### config.mk
export PLATFORM = sky130hd
export DESIGN_NAME = data_memory
export DESIGN_NICKNAME = d
export VERILOG_FILES = /design/src/verilog/typedef_pkg.sv /design/src/verilog/data_memory.sv
export SDC_FILE = /design/constraint.sdc
export NUM_CORES = 2
export LEC_CHECK = 0
export BUFFER_PORTS_ARGS = -buffer_cell sky130_fd_sc_hd__buf_4
export CELL_PAD_IN_SITES_DETAIL_PLACEMENT = 0
export CELL_PAD_IN_SITES_GLOBAL_PLACEMENT = 2
export CORE_ASPECT_RATIO = 0.7
export CORE_MARGIN = 2
export CORE_UTILIZATION = 30
export DETAILED_ROUTE_END_ITERATION = 16
export GPL_TIMING_DRIVEN = 0
export PLACE_DENSITY = 0.55
export SYNTH_ARGS = -nofsm -noshare
export SYNTH_HDL_FRONTEND = slang
export SYNTH_SLANG_ARGS = --single-unit
### constraint.sdc
create_clock -name clk -period 10.2 [get_ports clk]
set_clock_uncertainty 0.2 [all_clocks]
set_input_delay 2.04 -clock clk [delete_from_list [all_inputs] [get_ports clk]]
set_output_delay 2.04 -clock clk [all_outputs]
set_load 0.005 [all_outputs]
### src/verilog/typedef_pkg.sv
`default_nettype none

package typedef_pkg;

    // Data word, instruction word or immediate
    typedef logic [31:0] word_t;

    // Byte address for the PC and data accesses
    typedef logic [31:0] addr_t;

    // Register index, x0 to x31
    typedef logic [4:0] reg_addr_t;

    // Minor function field, instruction bits 14 to 12
    typedef logic [2:0] funct3_t;

    // Major function field, instruction bits 31 to 25
    typedef logic [6:0] funct7_t;

endpackage

`default_nettype wire
### src/verilog/data_memory.sv
`timescale 1ns/1ps
`default_nettype none

module data_memory
    import typedef_pkg::*;
#(
    parameter int DMEM_WORDS = 64
) (
    input  wire logic  clk,
    input  wire logic  we,
    input  wire addr_t addr,
    input  wire word_t wdata,
    output word_t      rdata
);

    localparam int DMEM_AW = $clog2(DMEM_WORDS);

    word_t              mem [DMEM_WORDS];
    logic [DMEM_AW-1:0] word_index;

    // Byte offset bits are ignored
    assign word_index = addr[DMEM_AW+1:2];

    always_ff @(posedge clk) begin
        if (we) begin
            mem[word_index] <= wdata;
        end
    end

    assign rdata = mem[word_index];

endmodule

`default_nettype wire

== Word level (Yosys, flattened, before mapping) ==
Memory sizes are Yosys's and may differ from the RTL's.
Index checks and enable logic that the tools add are counted.

* Muxes and demuxes: 2

{| class="wikitable"
|+ Operator list
! operator !! number
|-
| 1-bit two-way mux || 2
|}

* Output and inout port bits: 32
* Register bits after elaboration: 0
* Memories kept: 1
* Input port bits: 66
* Bits in writable memories: 2048

{| class="wikitable"
|+ Memory list
! memory !! words !! bits a word !! read ports !! clocked after memory_dff !! wr ports !! RTL line !! source
|-
| mem || 64 || 32 || 1 || 0 || 1 || data_memory.sv:18 || <nowiki>word_t mem [DMEM_WORDS];</nowiki>
|}

== Logic depth before layout (Yosys ltp) ==
* Word-level depth: 2
* Depth in mapped cells: 13
* Depth with buffers taken out: 6

== Worst setup path after synthesis ==
Ideal clock, no wire load.

* Kind: input port to output port
* From: in addr[4]
* To: out rdata[29]
* Arrival: 4211 ps
* Buffers on the path: 2
* Setup slack: 3749 ps
* Stages on the path: 7
* Data required time: 7960 ps
* Path through: buf_2 -> buf_1 -> mux4_2 -> mux2i_1 -> nor2_1 -> or4b_1 -> or4_1

* Cells in the longest elaborated chain, start to end: 1

{| class="wikitable"
|+ RTL lines
! item !! RTL line !! source
|-
| start, declared || data_memory.sv:11 || <nowiki>input wire addr_t addr,</nowiki>
|-
| memory read 64 x 32 bit || n/a ||
|-
| end, declared || data_memory.sv:13 || <nowiki>output word_t rdata</nowiki>
|}

No other way between the ends.

== Worst setup path in the final report ==
* From: in addr[4]
* To: out rdata[20]

The elaborated chain is that of the path after synthesis.

==> flow_summary.toml <==
[sta]
fin_crit_ns = 9.743
fmax_mhz = 102.6
maxSlewViolCount = 2
tns_ns = 0
tightest_slew_ns = 1.591
finalHoldViolCount = 0
rsz0062_at_grt = "no"
slew_headroom_pct = -6.726
whs_ns = 1.514
finalSetupViolations = 0
post-route-period-util_pct = 95.52

[floorplanning]
num_rows = 156
start_util_pct = 30.25
die_h_um = 431.4
fp.dieW_um = 614.6
die-area_um2 = 265100
core_um2 = 258800
io_pins = 98

[routing]
detail-route-antenna-nets = 0
drt_pre_antenna_iters = 5
wl_per_cell_um = 34.19
drcViolationCount = 0
viasPerCell = 5.412
num_vias = 44504
drt-initial-drc-count = 6483
drt-total-wl_um = 281100

[yosys]
synth.top_cell.area_share_pct = 78.56
yosysTopAreaCell = "edfxtp_1"
ys.flop_type = "edfxtp_1"
synth_cell_type_count = 55
syn-cell-area_um2 = 78290
ys_ff_latch = 2048
yosysSeqAreaShare_pct = 78.56
yosys_warnings = 0
ys_top_cells_by_area = "edfxtp_1 79%, mux2i_1 3.3%, mux4_2 2.8%"
synth-edff-count = 2048
synthArstFlopShare_pct = 0
synth_area_per_cell_um2 = 18.61
syn_nets = 4273
syn_inst = 4207

[power_and_ir_drop]
power.share.clock_pct = 42.4
p_sw_share_pct = 22.93
vdd_drop_max_mv = 0.1234
combPwrFrac_pct = 6.1
intPower_mw = 13.96
p_seq_share_pct = 51.5
power_density_nw_per_um2 = 197.2
p_leak_nw = 28.84
power_switching_mw = 4.155

[worst_hold_path]
worstHoldPathType = "in2reg"

[global_route]
gr-usage-met1_pct = 32.97
overflow = 0
grt_max_degree = 65
antenna_found_initial = 52
grt_pass1_wl_um = 377200
top_usage_layer = "met1"
grt_use_met2_pct = 28.77
grt_usage_pct = 20.73
grt_pass1_vias = 42158
met3_usage_pct = 4.598

[worst_setup_path]
crit_path_start = "addr[4]"
cp.depth = 12
cpMostUsedCell = "buf_2"
cpPeakStageDelay_ns = 1.19
crit_arrival_ns = 7.50
crit_path_start_kind = "input port"
crit_family = "compound AO/OA/AOI/OAI gates"
crit_fanout = 10
cp_slowest_cell = "a2111oi_0"
cp.buffers_inverters = 7
worstSetupEndpointType = "output port"
cp-endpoint = "rdata[20]"
path_cells = "buf_4 -> buf_2 -> buf_2 -> buf_2 -> nor2_1 -> buf_2 -> clkbuf_1 -> a221oi_1 -> a211oi_1 -> a2111oi_0 -> nand3_1 -> buf_4"
path_class = "in2out"
crit_required_ns = 7.96

[clock_tree]
cts_hold_buf = 0
ctsHtreeMaxLevel = 4
numCtsBuffers = 216
clockRootBuffer = "clkbuf_16"
clockBufferDepth = 4
cts_resized = 0
cts_tree = "built"
post_cts_buffers = 0
cts.sinks = 2048
clk_pin_slew_worst_paths_ns = 0.06

[finish]
layout_commonest_cell = "edfxtp_1"
top_regs = "mem x2048"
utilization_pct = 35.49
stdcell_count = 8223
drive_gt1_share_pct = 18.01
syn2layout_area_growth_pct = 17.34
largest_register_ffs = 2048
nNetsFinal = 4631
largest-register = "mem"
layout_common_cells = "2048 x edfxtp_1, 259 x mux2i_1, 218 x clkbuf_16"

[run_status]
violations = "capacitance limit, slew limit"
status = "complete, but fails checks"

[placement]
hpwl_um = 188400
io_buffers = 70
routabilityCongestion = 0.8608
dpl.cell_count = 7822

[flow_run]
max_cap_viol_count = 1
## synthesized netlist by cell type (all sizes together), types with 6 or more instances
cell,instances
clkbuf,169
a22o,66
and3,85
nand3,54
o22a,70
nand2,28
buf,129
or4b,14
mux4,96
edfxtp,2048
a21oi,121
a211oi,17
nor2,145
a222oi,16
mux2i,259
nor4,14
nor2b,8
o22ai,93
a2111oi,15
nor3,22
a221oi,175
a22oi,188
or4,15
nand2b,18
o21ai,85
mux2,147
o2bb2ai,15
a221o,15
a31oi,43
o221ai,6
## worst min path at each step
stage               startpoint          to  slack (ns)  depth (start not counted)
detailed placement    wdata[1]  mem[18][1]        2.42                          1
finish                wdata[1]  mem[59][1]        1.51                          1
global route          wdata[0]  mem[10][0]        1.49                          1
CTS                   wdata[1]  mem[62][1]        1.45                          1
floorplan             wdata[0]   mem[0][0]        1.94                          0
global placement      wdata[1]  mem[16][1]        2.40                          1
## power groups by stage
stage	sequential [mW]	combinational, mW	clock (mW)
after floorplan	9.51	0.458	0
after global placement	9.51	1.07	0
after detailed placement	9.51	1.10	0
after CTS	9.33	1.10	7.83
after global routing	9.33	1.15	8.13
final	9.33	1.10	7.68
## per-stage QoR
step	setup WS, ns	power (mW)	instance area (um2)
after floorplan	3.749	9.966	78290
after global placement	-0.06429	10.58	83160
after detailed placement	0.4364	10.61	85110
after CTS	0.4271	18.26	91800
after global routing	0.4372	18.61	91840
final	0.4569	18.11	91860
## kinds of logic after synthesis
kind of cell / synth area share, %
flops: 78.56
compound gates: 8.733
mux: 8.188
simple gates: 2.829
buf+inv: 1.696
## routing by layer
metal	wire [um]	part of all wire [%]	vias up
met3	24440	8.7	291
met4	4813	1.7	12
met1	137000	49	24061
met2	114800	41	1819
met5	80	0.028	-
li1	-	-	18321
## final cells by class
type | instances | area [um2]
well taps | 3476 | 4349
repair buffers | 140 | 1993
multi-input cells | 1859 | 15970
clock buffers | 259 | 5609
fillers | 24425 | 167000
diodes | 12 | 30.03
clock inverters | 129 | 1080
inverters | 2 | 7.507
flip-flops and latches | 2048 | 61500
plain buffers | 298 | 1323
Power figures use the tool's default switching activity.
