### config.mk
export PLATFORM = sky130hd
export DESIGN_NAME = instruction_fetch
export DESIGN_NICKNAME = d
export VERILOG_FILES = /design/src/verilog/typedef_pkg.sv /design/src/verilog/instruction_pkg.sv /design/src/verilog/instruction_fetch.sv
export SDC_FILE = /design/constraint.sdc
export NUM_CORES = 2
export LEC_CHECK = 0
export ABC_AREA = 1
export BUFFER_PORTS_ARGS = -buffer_cell sky130_fd_sc_hd__buf_2
export CAP_MARGIN = 20
export CORE_ASPECT_RATIO = 1.75
export CORE_UTILIZATION = 32
export DETAILED_ROUTE_END_ITERATION = 10
export GPL_ROUTABILITY_DRIVEN = 0
export PLACE_DENSITY = 0.46
export REMOVE_ABC_BUFFERS = 1
export SLEW_MARGIN = 10
export SYNTH_ARGS = -nofsm -noshare
export SYNTH_HDL_FRONTEND = slang
export SYNTH_SLANG_ARGS = --single-unit
### constraint.sdc
create_clock -name clk -period 4.2 [get_ports clk]
set_input_delay 0.63 -clock clk [delete_from_list [all_inputs] [get_ports clk]]
set_output_delay 0.63 -clock clk [all_outputs]
set_load 0.1 [all_outputs]
### src/verilog/typedef_pkg.sv
`default_nettype none

package typedef_pkg;

    // Data word, instruction word or immediate
    typedef logic [31:0] word_t;

    // Byte address for the PC and data accesses
    typedef logic [31:0] addr_t;

    // Register index, x0 to x31
    typedef logic [4:0] reg_addr_t;

    // Minor function field, instruction bits 14 to 12
    typedef logic [2:0] funct3_t;

    // Major function field, instruction bits 31 to 25
    typedef logic [6:0] funct7_t;

endpackage

`default_nettype wire
### src/verilog/instruction_pkg.sv
`default_nettype none

package instruction_pkg;

    import typedef_pkg::*;

    // Base opcodes recognised by the decoder
    typedef enum logic [6:0] {
        LOAD   = 7'b0000011,
        STORE  = 7'b0100011,
        OP_IMM = 7'b0010011,
        OP     = 7'b0110011,
        LUI    = 7'b0110111,
        AUIPC  = 7'b0010111,
        JAL    = 7'b1101111,
        JALR   = 7'b1100111,
        BRANCH = 7'b1100011,
        SYSTEM = 7'b1110011
    } opcode_t;

    // ALU functions for OP and OP_IMM
    localparam funct3_t F3_ADD_SUB = 3'b000;
    localparam funct3_t F3_SLL     = 3'b001;
    localparam funct3_t F3_SLT     = 3'b010;
    localparam funct3_t F3_SLTU    = 3'b011;
    localparam funct3_t F3_XOR     = 3'b100;
    localparam funct3_t F3_SRL_SRA = 3'b101;
    localparam funct3_t F3_OR      = 3'b110;
    localparam funct3_t F3_AND     = 3'b111;

    // Branch conditions
    localparam funct3_t F3_BEQ  = 3'b000;
    localparam funct3_t F3_BNE  = 3'b001;
    localparam funct3_t F3_BLT  = 3'b100;
    localparam funct3_t F3_BGE  = 3'b101;
    localparam funct3_t F3_BLTU = 3'b110;
    localparam funct3_t F3_BGEU = 3'b111;

    // Run control of the core
    typedef enum logic [1:0] {
        IDLE    = 2'd0,
        RUNNING = 2'd1,
        HALTED  = 2'd2
    } core_state_t;

endpackage

`default_nettype wire

### src/verilog/instruction_fetch.sv
`timescale 1ns/1ps
`default_nettype none

module instruction_fetch
    import typedef_pkg::*;
    import instruction_pkg::*;
#(
    parameter int IMEM_WORDS = 64
) (
    input  wire logic  clk,
    input  wire logic  reset,
    input  wire logic  start,
    input  wire logic  imem_we,
    input  wire addr_t imem_addr,
    input  wire word_t imem_wdata,
    input  wire addr_t next_pc,
    input  wire logic  stop,
    output addr_t      pc,
    output word_t      instruction,
    output logic       running,
    output logic       halted
);

    localparam int IMEM_AW = $clog2(IMEM_WORDS);

    core_state_t state;
    word_t       imem [IMEM_WORDS];

    // Program load, only while the core is idle
    always_ff @(posedge clk) begin
        if (imem_we && state == IDLE) begin
            imem[imem_addr[IMEM_AW+1:2]] <= imem_wdata;
        end
    end

    assign instruction = imem[pc[IMEM_AW+1:2]];

    always_ff @(posedge clk) begin
        if (reset) begin
            state <= IDLE;
            pc    <= '0;
        end else begin
            case (state)
                IDLE: begin
                    if (start) begin
                        state <= RUNNING;
                        pc    <= '0;
                    end
                end
                RUNNING: begin
                    pc <= next_pc;
                    // Stop instruction still retires this cycle
                    if (stop) begin
                        state <= HALTED;
                    end
                end
                default: begin
                    state <= HALTED;
                end
            endcase
        end
    end

    assign running = (state == RUNNING);
    assign halted  = (state == HALTED);

endmodule

`default_nettype wire

### Yosys cells after proc, flatten, opt, wreduce, memory -nomap -nowiden

Memories as Yosys holds them, arrays and structs flattened. A register that Yosys moved wholly into a read port is not among the register bits.
Index checks and enable logic that the tools add are counted.

| operators by class | value |
|---|---|
| eq/ne operators | 4 |
| mux-type cells | 9 |
| reduce and logical (&&, ||, !) cells | 5 |

Operators by type and width:

| cell | number |
|---|---|
| $pmux W32 S2 | 1 |
| $mux W32 | 1 |
| $mux W6 | 2 |
| $mux W2 | 2 |
| $ne A2 B2 Y1 const B | 2 |
| $pmux W2 S2 | 1 |
| $reduce_and A2 Y1 | 2 |
| $eq A2 B1 Y1 const B | 1 |
| $eq A2 B2 Y1 const B | 1 |
| $logic_not A2 Y1 | 1 |
| $mux W1 | 2 |
| $reduce_bool A2 Y1 | 1 |
| $logic_and A1 B1 Y1 | 1 |

| word-level totals | value |
|---|---|
| register bits after elaboration | 34 |
| memory bits (writable) | 2048 |
| output and inout port bits | 66 |
| word-level logic and storage cells | 21 |
| memories | 1 |

Memory list:

| memory | depth | bits a word | rd ports | clocked after Yosys merged registers in | write ports | RTL line | source |
|---|---|---|---|---|---|---|---|
| imem | 64 | 32 | 1 | 1 | 1 | instruction_fetch.sv:27 | `word_t imem [IMEM_WORDS];` |

### Depth between registers and ports, before layout

| depth | value |
|---|---|
| depth after elaboration | 5 |
| mapped depth | 13 |
| depth with buffers taken out | 9 |

### Worst setup path before layout

OpenSTA, ideal clock, no wires.

| timing | value |
|---|---|
| kind | input-to-reg |
| from | in imem_we |
| to | mem imem[0][0] (netlist name), enable pin |
| setup time | 421 ps |
| arrival time | 2682 ps |
| setup slack | 1097 ps |
| stages on the path | 3 |
| buffers on the path | 0 |
| path through | nor3b_2 -> nand4_1 -> nor2_1 |

| between the ends | value |
|---|---|
| cells in the longest elaborated chain, start to end | 3 |

RTL lines:

| what | RTL line | source |
|---|---|---|
| start, declared | instruction_fetch.sv:13 | `input wire logic imem_we,` |
| $logic_and A1 B1 Y1 | instruction_fetch.sv:31 | `if (imem_we && state == IDLE) begin` |
| $mux W1 | instruction_fetch.sv:31 |  |
| $mux W1 (not written as such) | instruction_fetch.sv:32 | `imem[imem_addr[IMEM_AW+1:2]] <= imem_wdata;` |
| end, declared | instruction_fetch.sv:27 |  |

Every way passes these cells.

==> run metrics <==
# Max-Cap Violations=0; most frequent cells in the layout=nand2_1 (2,288), edfxtp_1 (2,048), nand3_1 (1,912), clkbuf_16 (204), buf_4 (173); Synth top area share=73.89%; max frequency=246.8 MHz; initial antenna violation count=23; vias in the first global route=52,420; Syn Inst Count=6,883; Clock Tree Buf Depth=4; Post-Place Worst Slack=0.6361 ns; commonest non-fill, non-tap cell in the layout=nand2_1; hpwl dp=145,400 um; CP bufs+invs=4; Detail Route Antenna Nets=0; Setup Viol. Count Final=0; WP data arrival=3.42 ns; critical-path cell list=buf_12, inv_16, buf_12, nand2_1, nand3_1, nand3_1, nand3_1, nand3_1, nand2_1, nand2_1, nand2_1, buf_12; Fin Hold WS=0.06562 ns; WHS Path Cells=3; Inserted Clock Buffers=200; Worst R2R Path Depth=5; crit share post-route=96.48%; core box area=0.2587 mm2; peak supply drop=0.0002994 V; Leak Pwr=33.61 nW; FF-to-FF Start=state[0]$_SDFFE_PP0P_; CTS Root Cell=clkbuf_16; first-pass GRT wire length=387,100 um; row count=247; Critical Path Source Type=register; Ys Warns=0; crit path kind=register to output pin; H-tree Lvls=4; crit path capture type=output pin; CTS tree=done; Yosys top cell by area=edfxtp_1; worst slew pin tran=1.102 ns; clk slew on worst S/H paths=0.06 ns; pin count of the biggest net entering global routing=133; worst hold start=next_pc[2]; IO Pins=167; total gr overflow=0; Port Buffers=140; Seq/Total Area, Yosys=74.85%; Vias/cell=5.140; Critical Path RT=3.57 ns; final worst slack=0.1479 ns; clock sink count=2,088; WL/cell=25.79 um; Iter 0 DRT Violations=4,754; Avg Cell Area, Syn=12.09 um2; outcome=finished, final reports clean; fin crit period=4.052 ns; nets=7,195; CP max stage delay=0.36 ns; worst min-delay path class=input port to register; CP max stage cell=dfxtp_4; Slew headroom=26.51%; Clk Latency, worst-skew pair=0.86 ns; post-synthesis cell area=0.08323 mm2; DRC=0; Synth area leaders=edfxtp_1 (74%), nand3_1 (12%), nand2_1 (10%), buf_2 (1.8%), dfxtp_1 (0.96%); total detailed-routing wirelength=273,700 um; Syn-to-layout area delta=16.84%; Synth cell types=18; count of pins over their slew limit=0; DIE AREA=0.2622 mm2; layout cell share with drive strength beyond 1=10.81%; reg-to-reg slack, setup=1.74 ns; Vias=54,540; PD cells=455.2 mW/mm2; Final Skew=0.03525 ns; initial core utilization=32.18%; Die Ht=676.7 um; Pre-antenna DRT Iters=8; final hold vios=0; RR Endpoint=imem[54][4]$_DFFE_PP_; crit-path max FO=53; GRT Overall Usage=20.40%; die width=387.5 um; Seq cells post-synth=2,088; CP top delay family=simple AND/OR/NAND/NOR gates
-- routing by layer --
layer | share of wire [%] | GRT usage (%) | vias to the layer above
met1 | 40 | 25.01 | 27610
met3 | 4.8 | 2.358 | 418
met2 | 52 | 36.73 | 1609
met5 | 0.0084 | 0 | -
met4 | 3.6 | 7.253 | 4
li1 | - | - | 24900
-- worst register-to-register path, stage by stage (launching register included) --
cell and delay (ns):
dfxtp_1 0.36, nor3b_2 0.20, buf_4 0.21, nand4_1 0.35, nor2_4 0.65, buf_12 0.32
-- worst max path at each step --
stage               startpoint         endpoint  slack [ns]  cells after the start
floorplan             register   instruction[2]      -42.56                      9
global placement      register   instruction[5]        0.62                     11
detailed placement    register   instruction[5]        0.64                     11
CTS                   register  instruction[15]        0.03                     13
global route          register  instruction[19]     -0.0005                     11
finish                register   instruction[7]        0.15                     12
-- stage by stage --
step	utilization, %	instances	area, um2	TNS [ns]	power (W)
finish	37.60	10610	97250	0	0.04427
global route	37.59	10610	97240	-0.0009621	0.04558
CTS	37.42	10580	96800	0	0.04467
detailed placement	34.82	10190	90080	0	0.02703
global placement	34.81	10190	90040	0	0.02700
floorplan	-	6428	81060	-1361.13	0.02578
-- final cells by class --
type,count,area [um2]
fillers,24490,161400
flip-flops and latches,2088,62320
multi-input cells,4326,19240
clock buffers,259,5290
repair buffers,460,5220
well taps,3361,4205
clock inverters,89,807.0
inverters,14,100.1
repair inverters,4,42.54
diodes,10,25.02
-- kinds of logic after synthesis --
group	share of synthesized area, %
flops	74.85
compound gates	0.2044
buf+inv	2.674
simple gates	22.27
-- sequential cells by signal (all words and copies together) (netlist names), named ones only --
| signal | cells |
|---|---|
| imem | 2048 |
| pc | 32 |
| state | 2 |
-- synth_stat cells --
master    count
nand2_1    2303
edfxtp_1   2048
nand3_1    1913
buf_2       298
clkbuf_1     89
nor2_1       66
buf_1        50
dfxtp_1      40
a21oi_1      33
buf_4        12
inv_1        11
nand4_1       8
buf_6         6
inv_2         2
inv_4         1
nor3b_1       1
nor3b_2       1
o21ai_1       1
-- what timing repair did --
item	in CTS	in global routing
endpoints found under the hold margin	35	0
hold buffers	31	0
gates cloned	7	1
gates resized for setup	25	11
setup buffers	6	0
setup endpoints to repair	32	11
-- where the power goes --
| group | total, W | internal (W) | switching (W) |
|---|---|---|---|
| clock | 0.0176 | 0.00976 | 0.00786 |
| sequential | 0.0230 | 0.0229 | 0.0000375 |
| combinational | 0.00366 | 0.000992 | 0.00267 |
Note: power is estimated with default switching activity, not from simulation.
