## src/verilog/typedef_pkg.sv

```systemverilog
`default_nettype none

package typedef_pkg;

    // Data word, instruction word or immediate
    typedef logic [31:0] word_t;

    // Byte address for the PC and data accesses
    typedef logic [31:0] addr_t;

    // Register index, x0 to x31
    typedef logic [4:0] reg_addr_t;

    // Minor function field, instruction bits 14 to 12
    typedef logic [2:0] funct3_t;

    // Major function field, instruction bits 31 to 25
    typedef logic [6:0] funct7_t;

endpackage

`default_nettype wire
```

## src/verilog/instruction_pkg.sv

```systemverilog
`default_nettype none

package instruction_pkg;

    import typedef_pkg::*;

    // Base opcodes recognised by the decoder
    typedef enum logic [6:0] {
        LOAD   = 7'b0000011,
        STORE  = 7'b0100011,
        OP_IMM = 7'b0010011,
        OP     = 7'b0110011,
        LUI    = 7'b0110111,
        AUIPC  = 7'b0010111,
        JAL    = 7'b1101111,
        JALR   = 7'b1100111,
        BRANCH = 7'b1100011,
        SYSTEM = 7'b1110011
    } opcode_t;

    // ALU functions for OP and OP_IMM
    localparam funct3_t F3_ADD_SUB = 3'b000;
    localparam funct3_t F3_SLL     = 3'b001;
    localparam funct3_t F3_SLT     = 3'b010;
    localparam funct3_t F3_SLTU    = 3'b011;
    localparam funct3_t F3_XOR     = 3'b100;
    localparam funct3_t F3_SRL_SRA = 3'b101;
    localparam funct3_t F3_OR      = 3'b110;
    localparam funct3_t F3_AND     = 3'b111;

    // Branch conditions
    localparam funct3_t F3_BEQ  = 3'b000;
    localparam funct3_t F3_BNE  = 3'b001;
    localparam funct3_t F3_BLT  = 3'b100;
    localparam funct3_t F3_BGE  = 3'b101;
    localparam funct3_t F3_BLTU = 3'b110;
    localparam funct3_t F3_BGEU = 3'b111;

    // Run control of the core
    typedef enum logic [1:0] {
        IDLE    = 2'd0,
        RUNNING = 2'd1,
        HALTED  = 2'd2
    } core_state_t;

endpackage

`default_nettype wire

```

## src/verilog/instruction_decode.sv

```systemverilog
`timescale 1ns/1ps
`default_nettype none

module instruction_decode
    import typedef_pkg::*;
    import instruction_pkg::*;
(
    input  wire word_t instruction,
    output opcode_t    opcode,
    output reg_addr_t  rd_addr,
    output reg_addr_t  rs1_addr,
    output reg_addr_t  rs2_addr,
    output funct3_t    funct3,
    output funct7_t    funct7,
    output word_t      immediate,
    output logic       illegal_opcode,
    output logic       is_system
);

    assign opcode    = opcode_t'(instruction[6:0]);
    assign is_system = (opcode == SYSTEM);

    always_comb begin
        // Unused fields stay zero
        rd_addr        = '0;
        rs1_addr       = '0;
        rs2_addr       = '0;
        funct3         = '0;
        funct7         = '0;
        immediate      = '0;
        illegal_opcode = 1'b0;

        case (opcode)
            LOAD, OP_IMM, JALR: begin
                // I-type
                immediate = {{20{instruction[31]}}, instruction[31:20]};
                rs1_addr  = instruction[19:15];
                funct3    = instruction[14:12];
                rd_addr   = instruction[11:7];
            end
            STORE: begin
                // S-type
                immediate = {{20{instruction[31]}}, instruction[31:25], instruction[11:7]};
                rs2_addr  = instruction[24:20];
                rs1_addr  = instruction[19:15];
                funct3    = instruction[14:12];
            end
            OP: begin
                // R-type, no immediate
                funct7   = instruction[31:25];
                rs2_addr = instruction[24:20];
                rs1_addr = instruction[19:15];
                funct3   = instruction[14:12];
                rd_addr  = instruction[11:7];
            end
            LUI, AUIPC: begin
                // U-type, upper 20 bits in place
                immediate = {instruction[31:12], 12'h000};
                rd_addr   = instruction[11:7];
            end
            JAL: begin
                // J-type
                immediate = {{11{instruction[31]}}, instruction[31], instruction[19:12],
                             instruction[20], instruction[30:21], 1'b0};
                rd_addr   = instruction[11:7];
            end
            BRANCH: begin
                // B-type
                immediate = {{19{instruction[31]}}, instruction[31], instruction[7],
                             instruction[30:25], instruction[11:8], 1'b0};
                rs2_addr  = instruction[24:20];
                rs1_addr  = instruction[19:15];
                funct3    = instruction[14:12];
            end
            SYSTEM: begin
                // ECALL and EBREAK differ only in bits 31 to 20
                immediate = {20'h00000, instruction[31:20]};
            end
            default: begin
                illegal_opcode = 1'b1;
            end
        endcase
    end

endmodule

`default_nettype wire

```

## config.mk

```make
export PLATFORM = sky130hd
export DESIGN_NAME = instruction_decode
export DESIGN_NICKNAME = d
export VERILOG_FILES = /design/src/verilog/typedef_pkg.sv /design/src/verilog/instruction_pkg.sv /design/src/verilog/instruction_decode.sv
export SDC_FILE = /design/constraint.sdc
export NUM_CORES = 1
export LEC_CHECK = 0
export ABC_CLOCK_PERIOD_IN_PS = 1600
export BUFFER_PORTS_ARGS = -buffer_cell sky130_fd_sc_hd__buf_2
export CAP_MARGIN = 20
export CORE_MARGIN = 5
export CORE_UTILIZATION = 33
export DETAILED_ROUTE_END_ITERATION = 8
export PLACE_DENSITY = 0.93
export SYNTH_ARGS = -nofsm -noshare
export SYNTH_HDL_FRONTEND = slang
export SYNTH_SLANG_ARGS = --single-unit
export TNS_END_PERCENT = 1
```

## constraint.sdc

```tcl
create_clock -name vclk -period 1.6
set_input_delay 0.32 -clock vclk [all_inputs]
set_output_delay 0.32 -clock vclk [all_outputs]
set_load 0.02 [all_outputs]
```

# Yosys cells after proc, flatten, opt, wreduce, memory -nomap -nowiden
# Index checks and enable logic that the tools add are counted.
word_totals:
  out_inout_bits: 66
  input_bits: 32
  ff_bits: 0
  elab_cells: 23
op_classes:
  n_eq_ne: 10
  n_reduce_logical: 6
  n_mux: 7
op_table:
  columns: ["operator", "count"]
  rows:
  - ["32-bit one-hot mux with 6 select lines", 1]
  - ["7-bit == test (second input constant)", 4]
  - ["7-bit by 6-bit == test with 1-bit output (second input constant)", 3]
  - ["5-bit two-way mux", 3]
  - ["7-bit by 5-bit == test with 1-bit output (second input constant)", 2]
  - ["10-bit OR reduction", 1]
  - ["7-bit by 2-bit == test with 1-bit output (second input constant)", 1]
  - ["7-bit two-way mux", 1]
  - ["7-bit OR reduction", 1]
  - ["3-bit OR reduction", 2]
  - ["6-bit OR reduction", 1]
  - ["3-bit two-way mux", 1]
  - ["2-bit OR reduction", 1]
  - ["1-bit two-way mux", 1]

# Longest topological paths before layout
depth:
  ltp_word: 3
  depth_mapped: 6

# Worst setup path after synthesis
# No wires, ideal clock.
synth_timing:
  path_type: "input to output"
  from: "input instruction[6]"
  to: "output immediate[12]"
  arrival_ns: 1.400
  path_buffers: 2
  path_slack_ns: -0.120
  cell_stages: 6
  path_cell_list: "buf_6 -> nor2_1 -> o21ai_2 -> or3b_1 -> buf_6 -> a21oi_2"
synth_via:
  elab_chain_len: 3
synth_rtl:
  columns: ["item", "line", "rtl"]
  rows:
  - ["start, declared", "instruction_decode.sv:8", "input wire word_t instruction,"]
  - ["7-bit by 2-bit == test with 1-bit output (tied with other cells)", "instruction_decode.sv:33", "case (opcode)"]
  - ["3-bit OR reduction or 2-bit OR reduction (tied branches)", null, null]
  - ["32-bit one-hot mux with 6 select lines (*)", "instruction_decode.sv:33", null]
  - ["end, declared", "instruction_decode.sv:15", "output word_t immediate,"]
# Mark *: on every way between the ends. The rest lies on a longest branch, timed or not.

# Worst setup path in the final report
layout_timing:
  from: "input instruction[1]"
  to: "output immediate[22]"
# The elaborated chain is that of the path after synthesis.

==> results.py <==
metrics = {
    "synth": {
        "synth_warnings": 0,
        "synthTopCellsByArea": "and2_1 (16%), a21o_1 (9.2%), a21oi_2 (7.8%), nand2_1 (6.3%), buf_4 (5.9%)",
        "ys_types": 43,
        "postSynthCellCount": 135,
        "synth_xor_area_share_pct": 0.976,
        "synth_top_family_by_area": "simple AND/OR/NAND/NOR gates",
        "synth_area_um2": 897,
        "synth-compound-area-share_pct": 34.0,
        "yosys-top-cells-count": "and2_1 (23), nand2_1 (15), a21o_1 (11)",
        "synth_fa_ha_area_share_pct": 0,
        "synth_mux_area_share_pct": 1.26,
        "synth.most_common_cell": "and2_1",
        "yosysTopAreaCell": "and2_1",
        "yosys.area_share.simple_pct": 50.1,
        "seq_area_frac_synth_pct": 0,
        "syn-num-nets": 167,
        "synth.top_cell.area_share_pct": 16.0,
        "synth.avg_cell_area_um2": 6.65,
    },
    "final_layout": {
        "post-route-util_pct": 87.1,
        "seq_area_um2": 0,
        "antenna_cells": 0,
        "synthToLayoutAreaGrowth_pct": 161,
        "fill_cells": 114,
        "nets": 290,
        "num-clock-buffers": 0,
        "drive_gt1_share_pct": 76.6,
        "seq_cells": 0,
    },
    "sta": {
        "timing.hold.ws_ns": 0.892,
        "slew_headroom_pct": 77.4,
        "finalCriticalPeriod_ns": 1.86,
        "finalSetupViolations": 58,
        "max_freq_ghz": 0.536,
        "hold_violations": 0,
        "min_period_over_period_pct": 117,
        "rsz0062_at_grt": "yes",
        "worstMarginPinSlew_ns": 0.338,
        "fin_tns_setup_ns": -9.09,
        "layout_setup_ws_ns": -0.265,
        "maxSlewViolCount": 0,
    },
    "worst_setup_path": {
        "crit_fanout": 6,
        "end_kind": "primary output",
        "cp_cell_sequence": "buf_2 -> buf_4 -> buf_4 -> nand3_1 -> a211oi_4 -> buf_6 -> a21o_1 -> buf_6",
        "crit_type": "in2out",
        "crit_slowest_cell": "a211oi_4",
        "critPathRequiredTime_ns": 1.28,
        "slowest_delay_ns": 0.29,
        "crit_path_start_kind": "input port",
        "critPathLaunch": "instruction[1]",
        "arrival_ns": 1.54,
        "crit_end": "immediate[22]",
    },
    "global_routing": {
        "busiest_layer": "met2",
        "overflow": 0,
        "grt_use_met1_pct": 29.1,
        "grt_pass1_wl_um": 8290,
        "met2_usage_pct": 44.9,
        "grt_pass1_vias": 1652,
        "antenna_found_initial": 0,
        "grt_use_total_pct": 25.1,
        "grtUsageMet3_pct": 3.60,
        "grt_max_degree": 11,
    },
    "floorplanning": {
        "die-width_um": 62.1,
        "core_um2": 2690,
        "die_area_um2": 3860,
        "ios": 98,
        "rows": 19,
        "die_h_um": 62.1,
        "start_util_pct": 33.4,
    },
    "outcome": {
        "outcome": "finished, violations left",
        "violations": "negative setup slack",
    },
    "pwr": {
        "p_int_uw": 226,
        "power_frac_clock_pct": 0,
        "power_density_nw_per_um2": 205,
        "leakagePower_nw": 1.18,
        "power_switching_uw": 253,
        "p_comb_share_pct": 100.0,
        "seq_power_share_pct": 0,
        "finalPower_uw": 479,
        "ir_drop_v": 0.000153,
        "switching_share_pct": 52.9,
    },
    "drt": {
        "drt_iter0_markers": 163,
        "drt_first_pass_iters": 4,
        "drt_wl_total_um": 6200,
        "wl_per_cell_um": 21.6,
        "antenna_left": 0,
        "vias": 1708,
        "drc": 0,
        "drt-vias-per-instance": 5.95,
    },
    "placed_design": {
        "io_buffers": 98,
        "routabilityCongestion": 0.900,
        "hpwl_um": 3170,
    },
    "clock_tree": {
        "cts_hold_buf": 0,
    },
    "job": {
        "max-cap-violations": 0,
    },
    "hold_path": {
        "min_path_type": "in2out",
    },
}
[worst max-delay path, delay by kind of cell]
kind / cells / cell delay (ns)
buffers and inverters: 5 / 0.64
and+or+nand+nor: 1 / 0.15
AOI/OAI and AO/OA: 2 / 0.42
[final cells by class]
cell class                      instances  area, µm²  share of cell area (%)
Timing Repair Buffer                  138       1220                    52.1
Inverter                                1       3.75                   0.161
Multi-Input combinational cell        117       1080                    46.1
Tap cell                               31       38.8                    1.66
[routing by layer]
layer	vias up	wire (µm)
met5	-	0
met4	0	308
met3	33	598
met2	145	3280
met1	800	2010
li1	730	-
[through the flow]
stage               setup WS, ns  std cells  area, µm²
floorplan                -0.0753        135        967
CTS                       -0.183        286       2150
global route              -0.315        287       2340
finish                    -0.265        287       2340
detailed placement        -0.380        282       1650
global placement          -0.322        282       1650
[cells in the final DEF, fill, tap and decap left out, drive strengths merged, types with 2 or more instances in the layout]
| cell | Yosys | layout |
|---|---|---|
| buf | 17 | 137 |
| and2 | 24 | 24 |
| nand2 | 15 | 15 |
| a21oi | 11 | 11 |
| a21o | 11 | 11 |
| nor2 | 9 | 9 |
| and3 | 8 | 8 |
| a22o | 4 | 4 |
| and4b | 2 | 3 |
| nor4 | 3 | 3 |
| nand3 | 3 | 3 |
| or3b | 2 | 2 |
| o21bai | 2 | 2 |
| o21ai | 2 | 2 |
| a211oi | 2 | 2 |
[power groups by stage]
stage                     Combinational (mW)  Clock, mW  Sequential [mW]
after floorplan                        0.180          0                0
after CTS                              0.414          0                0
after global routing                   0.496          0                0
final                                  0.479          0                0
after detailed placement               0.327          0                0
after global placement                 0.319          0                0
[worst min-delay path by stage]
stage	startpoint	end	slack, ns	cells after the start
after detailed placement	instruction[1]	opcode[1]	0.89	2
after global placement	instruction[1]	opcode[1]	0.89	2
after global routing	instruction[1]	opcode[1]	0.90	2
final	instruction[1]	opcode[1]	0.89	2
after floorplan	instruction[0]	opcode[0]	0.75	1
after CTS	instruction[1]	opcode[1]	0.89	2
[cells by family (layout without fill, tap and decap cells)]
family | Yosys count | count (layout)
AND/OR/NAND/NOR | 76 | 77
XOR/XNOR | 1 | 1
buffers and inverters | 19 | 139
multiplexers | 1 | 1
AO/OA/AOI/OAI | 38 | 38
[repair_timing]
item                       4_1_cts  5_1_grt
setup endpoints to repair       58       58
pin swaps                       20        8
cloned                           2        1
setup buffers                    2        1
resized for setup              135       42
No activity file was read; power rests on OpenSTA's default activity.
