--- config.mk ---
export PLATFORM = sky130hd
export DESIGN_NAME = execute
export DESIGN_NICKNAME = d
export VERILOG_FILES = /design/src/verilog/typedef_pkg.sv /design/src/verilog/instruction_pkg.sv /design/src/verilog/execute.sv
export SDC_FILE = /design/constraint.sdc
export NUM_CORES = 1
export LEC_CHECK = 0
export BUFFER_PORTS_ARGS = -buffer_cell sky130_fd_sc_hd__buf_4
export CELL_PAD_IN_SITES_DETAIL_PLACEMENT = 2
export CELL_PAD_IN_SITES_GLOBAL_PLACEMENT = 2
export CORE_MARGIN = 3
export CORE_UTILIZATION = 34
export DETAILED_ROUTE_END_ITERATION = 10
export MAX_ROUTING_LAYER = met4
export PLACE_DENSITY = 0.88
export SLEW_MARGIN = 5
export SYNTH_ARGS = -nofsm -noshare
export SYNTH_HDL_FRONTEND = slang
export SYNTH_SLANG_ARGS = --single-unit
--- constraint.sdc ---
create_clock -name vclk -period 9.69
set_clock_uncertainty 0.15 [all_clocks]
set_input_delay 1.938 -clock vclk [all_inputs]
set_output_delay 1.938 -clock vclk [all_outputs]
set_load 0.1 [all_outputs]
--- src/verilog/typedef_pkg.sv ---
`default_nettype none

package typedef_pkg;

    // Data word, instruction word or immediate
    typedef logic [31:0] word_t;

    // Byte address for the PC and data accesses
    typedef logic [31:0] addr_t;

    // Register index, x0 to x31
    typedef logic [4:0] reg_addr_t;

    // Minor function field, instruction bits 14 to 12
    typedef logic [2:0] funct3_t;

    // Major function field, instruction bits 31 to 25
    typedef logic [6:0] funct7_t;

endpackage

`default_nettype wire
--- src/verilog/instruction_pkg.sv ---
`default_nettype none

package instruction_pkg;

    import typedef_pkg::*;

    // Base opcodes recognised by the decoder
    typedef enum logic [6:0] {
        LOAD   = 7'b0000011,
        STORE  = 7'b0100011,
        OP_IMM = 7'b0010011,
        OP     = 7'b0110011,
        LUI    = 7'b0110111,
        AUIPC  = 7'b0010111,
        JAL    = 7'b1101111,
        JALR   = 7'b1100111,
        BRANCH = 7'b1100011,
        SYSTEM = 7'b1110011
    } opcode_t;

    // ALU functions for OP and OP_IMM
    localparam funct3_t F3_ADD_SUB = 3'b000;
    localparam funct3_t F3_SLL     = 3'b001;
    localparam funct3_t F3_SLT     = 3'b010;
    localparam funct3_t F3_SLTU    = 3'b011;
    localparam funct3_t F3_XOR     = 3'b100;
    localparam funct3_t F3_SRL_SRA = 3'b101;
    localparam funct3_t F3_OR      = 3'b110;
    localparam funct3_t F3_AND     = 3'b111;

    // Branch conditions
    localparam funct3_t F3_BEQ  = 3'b000;
    localparam funct3_t F3_BNE  = 3'b001;
    localparam funct3_t F3_BLT  = 3'b100;
    localparam funct3_t F3_BGE  = 3'b101;
    localparam funct3_t F3_BLTU = 3'b110;
    localparam funct3_t F3_BGEU = 3'b111;

    // Run control of the core
    typedef enum logic [1:0] {
        IDLE    = 2'd0,
        RUNNING = 2'd1,
        HALTED  = 2'd2
    } core_state_t;

endpackage

`default_nettype wire

--- src/verilog/execute.sv ---
`timescale 1ns/1ps
`default_nettype none

module execute
    import typedef_pkg::*;
    import instruction_pkg::*;
(
    input  wire logic    running,
    input  wire addr_t   pc,
    input  wire opcode_t opcode,
    input  wire funct3_t funct3,
    input  wire funct7_t funct7,
    input  wire word_t   immediate,
    input  wire word_t   rs1_data,
    input  wire word_t   rs2_data,
    input  wire word_t   dmem_rdata,
    input  wire logic    illegal_opcode,
    input  wire logic    is_system,
    output word_t        rd_data,
    output logic         rd_we,
    output addr_t        next_pc,
    output logic         dmem_we,
    output addr_t        dmem_addr,
    output word_t        dmem_wdata,
    output logic         stop
);

    word_t      operand_b;
    logic [4:0] shamt;
    logic       alt_func;
    word_t      sra_result;
    word_t      alu_result;
    logic       taken;
    addr_t      pc_plus4;
    logic       rd_we_int;
    logic       dmem_we_int;

    assign operand_b = (opcode == OP) ? rs2_data : immediate;
    assign shamt     = operand_b[4:0];
    assign pc_plus4  = pc + 32'd4;

    // SUB and SRA flag is funct7 bit 5 for OP
    // For OP_IMM only the shift has it, as immediate bit 10
    assign alt_func = (opcode == OP) ? funct7[5]
                                     : (funct3 == F3_SRL_SRA && immediate[10]);
    assign sra_result = $signed(rs1_data) >>> shamt;

    always_comb begin
        case (funct3)
            F3_ADD_SUB: alu_result = alt_func ? rs1_data - operand_b : rs1_data + operand_b;
            F3_SLL:     alu_result = rs1_data << shamt;
            F3_SLT:     alu_result = {31'b0, $signed(rs1_data) < $signed(operand_b)};
            F3_SLTU:    alu_result = {31'b0, rs1_data < operand_b};
            F3_XOR:     alu_result = rs1_data ^ operand_b;
            F3_SRL_SRA: alu_result = alt_func ? sra_result : rs1_data >> shamt;
            F3_OR:      alu_result = rs1_data | operand_b;
            default:    alu_result = rs1_data & operand_b;
        endcase
    end

    // Branch condition
    always_comb begin
        case (funct3)
            F3_BEQ:  taken = (rs1_data == rs2_data);
            F3_BNE:  taken = (rs1_data != rs2_data);
            F3_BLT:  taken = ($signed(rs1_data) < $signed(rs2_data));
            F3_BGE:  taken = ($signed(rs1_data) >= $signed(rs2_data));
            F3_BLTU: taken = (rs1_data < rs2_data);
            F3_BGEU: taken = (rs1_data >= rs2_data);
            default: taken = 1'b0;
        endcase
    end

    always_comb begin
        rd_data     = alu_result;
        rd_we_int   = 1'b0;
        next_pc     = pc_plus4;
        dmem_we_int = 1'b0;
        case (opcode)
            OP, OP_IMM: rd_we_int = 1'b1;
            LUI: begin
                rd_data   = immediate;
                rd_we_int = 1'b1;
            end
            AUIPC: begin
                rd_data   = pc + immediate;
                rd_we_int = 1'b1;
            end
            JAL: begin
                rd_data   = pc_plus4;
                rd_we_int = 1'b1;
                next_pc   = pc + immediate;
            end
            JALR: begin
                rd_data   = pc_plus4;
                rd_we_int = 1'b1;
                next_pc   = (rs1_data + immediate) & ~32'd1;
            end
            BRANCH: begin
                if (taken) begin
                    next_pc = pc + immediate;
                end
            end
            // Size variants act as LW
            LOAD: begin
                rd_data   = dmem_rdata;
                rd_we_int = 1'b1;
            end
            STORE: dmem_we_int = 1'b1;
            default: ;
        endcase
    end

    assign dmem_addr  = rs1_data + immediate;
    assign dmem_wdata = rs2_data;

    assign rd_we   = running && rd_we_int;
    assign dmem_we = running && dmem_we_int;
    assign stop    = running && (is_system || illegal_opcode);

endmodule

`default_nettype wire

Word-level counts from Yosys, hierarchy flattened --
Index checks and enable logic that the tools add are counted.
Word-level totals: flip-flop bits (word level) 0, bits of input ports 180
Cells by class: shift operators 3, equal/unequal tests 18, multiplexer cells 11, bitwise gates (word level) 3, $add $sub $neg 5, $lt $le $gt $ge 6, reductions and logical operators 8
Operator list (number):
- 32-bit one-hot mux with 7 select lines | 1
- 32-bit less-than comparator | 4
- 32-bit 2-to-1 mux | 4
- 32-bit one-hot mux with 4 select lines | 1
- 32-bit adder | 3
- 32-bit one-hot mux with 3 select lines | 1
- 32-bit greater-or-equal comparator | 2
- 32-bit by 3-bit adder with 32-bit output, second input constant | 1
- 32-bit bitwise AND | 1
- 32-bit equality test | 1
- 32-bit inequality test | 1
- 32-bit bitwise OR | 1
- 32-bit by 5-bit left shift with 32-bit output | 1
- 32-bit by 5-bit >> shifter with 32-bit output | 1
- 32-bit by 5-bit >>> shifter with 32-bit output | 1
- 32-bit subtractor | 1
- 32-bit XOR | 1
- 7-bit by 6-bit equality test with 1-bit output, second input constant | 3
- 7-bit equality test, second input constant | 3
- 7-bit by 5-bit equality test with 1-bit output, second input constant | 2
- 3-bit equality test, second input constant | 4
- 7-bit by 2-bit equality test with 1-bit output, second input constant | 1
- 7-bit OR reduction | 1
- 3-bit by 2-bit equality test with 1-bit output, second input constant | 2
- other kinds (7) | 12

Depth between registers and ports, before layout --
Gate-level depths: netlist of run 1.
depth in word-level cells 6, depth in mapped cells 22, depth with buffers taken out 16

Worst setup path before layout of run 1 --
OpenSTA, ideal clock, no wires.
path kind input to output, start in opcode[5], end out rd_data[30], arrival time 7.822 ns, path buffers 6, path slack -0.220 ns, stages on the path 22, required time 7.602 ns, cells stage by stage buf_2 and3b_1 buf_6 nand2_1 clkbuf_1 clkbuf_1 clkbuf_1 nor2_1 a21o_1 inv_1 ha_1 clkbuf_1 a21oi_1 o211ai_1 a211oi_1 nor2_1 a21oi_1 a41oi_1 a32o_1 a211oi_1 xor2_1 o21ai_0
Between the ends: word-level cells in the longest chain between the ends 6, elaborated cells between the ends (all ways) 21
Ends and longest elaborated chain:
- start: declaration | RTL line execute.sv:10 | input wire opcode_t opcode,
- 7-bit by 6-bit equality test with 1-bit output | RTL line execute.sv:38, execute.sv:44
- 32-bit 2-to-1 mux | RTL line execute.sv:38 | assign operand_b = (opcode == OP) ? rs2_data : immediate;
- 32-bit adder, or another cell as far along | RTL line execute.sv:50 | F3_ADD_SUB: alu_result = alt_func ? rs1_data - operand_b : rs1_data + operand_b;
- 32-bit 2-to-1 mux, on equally long branches | RTL line execute.sv:50, execute.sv:55
- 32-bit one-hot mux with 7 select lines | RTL line execute.sv:49 | case (funct3)
- 32-bit one-hot mux with 4 select lines (*) | RTL line execute.sv:79 | case (opcode)
- end: declaration | RTL line execute.sv:19 | output word_t rd_data,
Every way passes the cells marked *; elsewhere a longest branch is shown, timed or not.

Worst setup path in the final report of run 1 --
start in opcode[3], end out rd_data[31]
The elaborated chain is that of the path after synthesis.

==> impl_metrics.env, run 1 <==
export IMPL_synth_area_um2=16240
export IMPL_overflow=0
export IMPL_dr_pass1_iters=6
export IMPL_wl_mm=116.8
export IMPL_fmax_mhz=107.5
export IMPL_fin_util_pct=40.69
export IMPL_io_buffers=305
export IMPL_worstSetupStartpointType="input port"
export IMPL_cts_setup_buffers=0
export IMPL_finalCritPeriodShare_pct=95.97
export IMPL_die_area_um2=50420
export IMPL_fin_crit_ns=9.299
export IMPL_crit_required_ns=7.60
export IMPL_setup_violations=0
export IMPL_multi_input_area_um2=14760
export IMPL_grt_pass1_vias=23932
export IMPL_wl_per_cell_um=35.32
export IMPL_hold_violations=0
export IMPL_final_nets=3068
export IMPL_grt_antenna_before_repair=6
export IMPL_place_hpwl_mm=96.05
export IMPL_yosysSeqAreaShare_pct=0
export IMPL_synth_cells=2506
export IMPL_syn2layout_area_growth_pct=17.40
export IMPL_synth_avg_cell_area_um2=6.481
export IMPL_ys_warn_count=0
export IMPL_maxSlewViolCount=0
export IMPL_ant_nets=0
export IMPL_cap_violations=0
export IMPL_cts_resized=0
export IMPL_status="complete, no violations"
export IMPL_cts_hold_buf=0
export IMPL_seq_cells=0
export IMPL_clkbuf_count=0
export IMPL_setup_ws_ns=0.3907
export IMPL_die_h_um=224.6
export IMPL_grt_max_degree=58
export IMPL_io_pins=311
export IMPL_grt_pass1_wl_mm=167.9
export IMPL_die_width_um=224.6
export IMPL_core_um2=46850
export IMPL_synth_cell_types=94
export IMPL_hold_path_class="input port to primary output"
export IMPL_relSlewSlack_pct=26.46
export IMPL_drcViolationCount=0
export IMPL_place_ws_ns=0.5806
export IMPL_gp_congestion=1.100
export IMPL_rsz0062_at_grt="no"
export IMPL_synth_nets=2876
export IMPL_fillers=5795
export IMPL_final_setup_tns_ns=0
export IMPL_min_path_cells=2
export IMPL_regArea_um2=0
export IMPL_dr_total_vias=23285
export IMPL_drive_gt1_share_pct=16.58
export IMPL_end_kind="primary output"
export IMPL_cp_max_fo=26
export IMPL_start_util_pct=34.66
export IMPL_drtIter0Drc=2809
export IMPL_arrival_ns=7.21
export IMPL_grt_usage_pct=45.67
export IMPL_crit_type="input port to primary output"
export IMPL_vias_per_cell=7.041
export IMPL_rows=79
export IMPL_max_slew_worst_pin_slew_ns=1.092
## logic make-up after synthesis
group	synth area share [%]
buffers and inverters	9.438
XOR/XNOR	6.202
multiplexers	5.724
AND/OR/NAND/NOR	21.54
adder cells (fa/ha/maj)	14.82
AO/OA/AOI/OAI	42.27
## worst paths after layout
path | startpoint | end | slack [ns]
setup / recovery | opcode[3] | rd_data[31] | 0.39
hold / removal | rs2_data[28] | dmem_wdata[28] | 4.06
## worst max-delay path, stage by stage
cell and delay (ns):
buf_4 0.14, and4bb_2 0.55, nand2_2 0.15, buf_12 0.19, nor2_1 0.10, a21o_1 0.20, inv_1 0.10, ha_1 0.43
inv_1 0.27, o31ai_1 0.16, o41ai_1 0.67, nor2_1 0.08, a311oi_1 0.61, a21oi_1 0.28, a32oi_1 0.38, mux2i_1 0.43
a211o_1 0.20, buf_4 0.31
## layout make-up
class,instances,area share (%)
Tap cell,607,3.983
Timing Repair Buffer,387,15.37
Antenna cell,4,0.05250
Inverter,161,3.170
Multi-Input combinational cell,2148,77.43
## stage by stage
stage	hold slack (ns)	cell area, µm²	cells
after CTS	4.064	19060	3303
after detailed placement	4.064	19060	3303
after global routing	4.065	19070	3307
after global placement	4.063	19060	3303
final	4.064	19070	3307
after floorplan	3.938	16240	2506
## synthesized netlist by cell type, drive strengths merged (13+ instances only)
cell type  instances  area share (%)
a221oi            21             1.1
a22o              14            0.76
o221ai            33             1.8
a31oi             29             1.1
clkbuf           116             2.7
nor2b             15            0.58
o211ai            44             2.0
a21boi            23             1.1
inv              159             3.7
nor4              23            0.89
xnor2             77             4.2
nand2            220             5.1
nand3             78             2.5
o21ai            220             6.8
nand4             26             1.0
a311oi            19             1.0
a211o             16            0.86
nand2b            26             1.0
o22ai             24            0.92
a21oi            219             6.8
a22oi             23             1.1
ha               186              14
a21o              70             3.2
nor3              54             1.7
nor2             220             5.1
mux2              13            0.90
xor2              38             2.0
a222oi            18             1.1
o21bai            19            0.88
buf               81             3.0
o21a              15            0.69
mux2i             67             4.1
a211oi            75             3.5
and3              24            0.92
a221o             27             1.7
o31ai             20             1.0
## layout by cell type, fill, tap and decap left out, types with 27 or more instances in the layout
master and n:
buf_4 385, a21oi_1 218, nand2_1 217, nor2_1 217, ha_1 186, o21ai_0 173, inv_1 154, xnor2_1 77
nand3_1 76, a211oi_1 75, a21o_1 70, mux2i_1 67, nor3_1 51, o21ai_1 44, o211ai_1 44, xor2_1 38
o221ai_1 33, a31oi_1 29, a221o_1 27
## layer usage
| layer | part of all wire [%] | vias up | global-route usage, % |
|---|---|---|---|
| li1 | - | 9824 | - |
| met1 | 40 | 11726 | 56.65 |
| met2 | 43 | 1376 | 69.25 |
| met3 | 8.8 | 359 | 7.191 |
| met4 | 8.2 | 0 | 28.83 |
| met5 | 0 | - | - |
==> inputs of run 2 (changes only) <==
Settings changed: CORE_ASPECT_RATIO set to 2, CORE_UTILIZATION 34 to 32, PLACE_DENSITY 0.88 to 0.83.
Clock period 9.69 ns to 10.5 ns, I/O delays scaled along.
==> run 2 against run 1 <==
The flow now stops in 5_2_route. Synthesized area unchanged. Global-route usage up 1.3 points. Synthesized cell count unchanged.
==> impl_metrics.env, run 2 <==
export IMPL_grt_pass1_wl_mm=179.6
export IMPL_grt_pass1_vias=25343
export IMPL_yosysSeqAreaShare_pct=0
export IMPL_synth_area_leaders="ha_1, a21oi_1, o21ai_0"
export IMPL_start_util_pct=32.43
export IMPL_gp_congestion=1.103
export IMPL_rows=116
export IMPL_synth_top_family_by_area="compound AO/OA/AOI/OAI gates"
export IMPL_synth_cell_types=94
export IMPL_cts_resized=0
export IMPL_grt_max_degree=60
export IMPL_die_width_um=165.3
export IMPL_synth_xor_area_share_pct=6.202
export IMPL_cts_hold_buf=0
export IMPL_synth_avg_cell_area_um2=6.481
export IMPL_io_pins=311
export IMPL_synthMuxAreaShare_pct=5.724
export IMPL_synth_area_um2=16240
export IMPL_overflow=0
export IMPL_netlist_area_leader_share_pct=14.33
export IMPL_yosysMostFrequentCell="nand2_1"
export IMPL_die_h_um=324.6
export IMPL_place_hpwl_mm=106.0
export IMPL_status="did not finish"
export IMPL_synth_cells=2506
export IMPL_ys_warn_count=0
export IMPL_firstError="[ERROR DRT-0255] Maze Route cannot find path of net next_pc[6] in worker of routeBox ( 144900 0 ) ( 165300 48300 )."
export IMPL_grt_antenna_before_repair=7
export IMPL_ys_top_cells_by_count="nand2_1, a21oi_1, nor2_1, ha_1, o21ai_0"
export IMPL_synth_fa_ha_area_share_pct=14.82
export IMPL_synth_nets=2876
export IMPL_grt_usage_pct=46.96
export IMPL_lastStage="5_2_route"
export IMPL_synth_area_leader_cell="ha_1"
export IMPL_cts_setup_buffers=0
export IMPL_synth_compound_area_share_pct=42.27
export IMPL_synthSimpleGateAreaFrac_pct=21.54
export IMPL_io_buffers=305
export IMPL_place_ws_ns=1.056
run 2: cell counts after synthesis:
Identical to the previous run, type by type.
run 2: cell families after synthesis:
| logic type | Yosys count |
|---|---|
| xor+xnor | 115 |
| compound gates | 1014 |
| simple gates | 744 |
| buf+inv | 358 |
| mux | 85 |
| fa+ha+maj | 190 |
run 2: stage by stage:
| step | util (%) | instances | cell area, µm² | hold WS [ns] |
|---|---|---|---|---|
| floorplan | - | 2506 | 16240 | 4.262 |
| global placement | 37.94 | 3332 | 19000 | 4.385 |
| detailed placement | 37.94 | 3332 | 19000 | 4.386 |
| CTS | 37.94 | 3332 | 19000 | 4.386 |
| global route | 37.98 | 3340 | 19020 | 4.390 |
run 2: layer usage:
metal,GRT usage (%)
met1,45.93
met2,77.59
met3,7.886
met4,42.70
met5,-
==> inputs of run 3 (changes only) <==
Settings changed: CELL_PAD_IN_SITES_DETAIL_PLACEMENT 2 to not set, CELL_PAD_IN_SITES_GLOBAL_PLACEMENT 2 to not set, CORE_ASPECT_RATIO 2 to not set, CORE_UTILIZATION 32 to 30, MAX_ROUTING_LAYER met4 to not set, PLACE_DENSITY 0.83 to not set, PLACE_DENSITY_LB_ADDON set to 0.15.
==> run 3 against run 2 <==
The run now ends clean. Global-route usage down 10 points.
==> impl_metrics.env, run 3 (same netlist as run 1, synthesis figures left out) <==
export IMPL_cap_violations=0
export IMPL_rows=84
export IMPL_arrival_ns=7.36
export IMPL_grt_antenna_before_repair=1
export IMPL_start_util_pct=30.60
export IMPL_crit_required_ns=8.25
export IMPL_drcViolationCount=0
export IMPL_multi_input_area_um2=14750
export IMPL_ant_nets=0
export IMPL_io_buffers=305
export IMPL_seq_cells=0
export IMPL_fin_crit_ns=9.607
export IMPL_dr_pass1_iters=9
export IMPL_power_switching_mw=1.207
export IMPL_place_hpwl_mm=89.57
export IMPL_hold_violations=0
export IMPL_cp_max_fo=28
export IMPL_wl_mm=110.2
export IMPL_die_width_um=238.7
export IMPL_fillers=5876
export IMPL_leakage_nw=8.357
export IMPL_final_cell_mix="buf_4, a21oi_1, nand2_1, nor2_1, ha_1"
export IMPL_fin_util_pct=35.78
export IMPL_io_pins=311
export IMPL_maxSlewViolCount=0
export IMPL_gp_congestion=1.040
export IMPL_p_clk_share_pct=0
export IMPL_die_area_um2=56960
export IMPL_hold_path_class="input port to primary output"
export IMPL_dr_total_vias=22206
export IMPL_die_h_um=238.7
export IMPL_crit_path_start="opcode[5]"
export IMPL_crit_type="input port to primary output"
export IMPL_syn2layout_area_growth_pct=16.93
export IMPL_final_nets=3050
export IMPL_hold_start="rs2_data[18]"
export IMPL_worstSetupStartpointType="input port"
export IMPL_swShare_pct=73.30
export IMPL_vias_per_cell=6.595
export IMPL_combPwrFrac_pct=100.0
export IMPL_final_setup_tns_ns=0
export IMPL_clkbuf_count=0
export IMPL_overflow=0
export IMPL_grt_pass1_vias=20499
export IMPL_status="complete, no violations"
export IMPL_core_um2=53080
export IMPL_setup_violations=0
export IMPL_grt_pass1_wl_mm=154.0
export IMPL_finalCritPeriodShare_pct=91.50
export IMPL_cts_setup_buffers=0
export IMPL_p_seq_share_pct=0
export IMPL_fmax_mhz=104.1
export IMPL_regArea_um2=0
export IMPL_wl_per_cell_um=32.72
export IMPL_cts_hold_buf=0
export IMPL_max_slew_worst_pin_slew_ns=1.385
export IMPL_drive_gt1_share_pct=16.02
export IMPL_powerDensity_nw_per_um2=86.71
export IMPL_rsz0062_at_grt="no"
export IMPL_drtIter0Drc=2832
export IMPL_cts_resized=0
export IMPL_relSlewSlack_pct=7.660
export IMPL_grt_usage_pct=36.71
export IMPL_p_int_mw=0.4396
export IMPL_vdd_drop_max_v=0.0001096
export IMPL_grt_max_degree=51
export IMPL_end_kind="primary output"
export IMPL_final_common_cell="buf_4"
[run 3: metal layers]
layer | GRT usage (%) | vias up | wire (µm)
met5 | 0 | - | 0
met4 | 20.05 | 0 | 7514
met3 | 3.473 | 218 | 8807
met2 | 56.06 | 1338 | 46220
met1 | 50.77 | 10855 | 47630
li1 | - | 9795 | -
[run 3: layout make-up]
cell class / count / share of cell area (%)
Multi-Input combinational cell: 2148 / 77.68
Antenna cell: 1 / 0.01318
Timing Repair Buffer: 369 / 14.59
Tap cell: 688 / 4.533
Inverter: 161 / 3.182
[run 3: critical path, stage by stage]
cell	delay, ns
buf_4	0.24
and3b_1	0.24
buf_4	0.36
nand3_1	0.26
nand2_2	0.35
inv_2	0.12
ha_1	0.38
nor2_1	0.07
o21ai_0	0.28
o31ai_4	0.15
a221o_1	0.40
a22oi_1	0.79
o211ai_1	0.36
nand4b_1	0.22
a32oi_1	0.14
mux2i_1	0.34
a211o_1	0.20
buf_4	0.30
[run 3: per-stage QoR]
step	cells	hold slack, ns	power [mW]	setup WS (ns)	cell area [µm²]
floorplan	2506	4.262	1.095	0.2659	16240
CTS	3366	4.386	1.613	1.160	18990
detailed placement	3366	4.385	1.606	1.178	18990
global placement	3366	4.386	1.606	1.230	18990
global route	3366	4.391	1.712	0.8700	18990
finish	3367	4.385	1.647	0.8927	18990
[run 3: power by group through the flow]
stage	combinational [mW]	clock (mW)	sequential, mW
after floorplan	1.09	0	0
after global placement	1.61	0	0
after detailed placement	1.61	0	0
after CTS	1.61	0	0
after global routing	1.71	0	0
final	1.65	0.000000000227	0
[run 3: final timing paths]
path | slack, ns | cells after the start | to
min | 4.39 | 2 | dmem_wdata[18]
max | 0.89 | 18 | rd_data[31]
(Power assumes the default switching activity.)
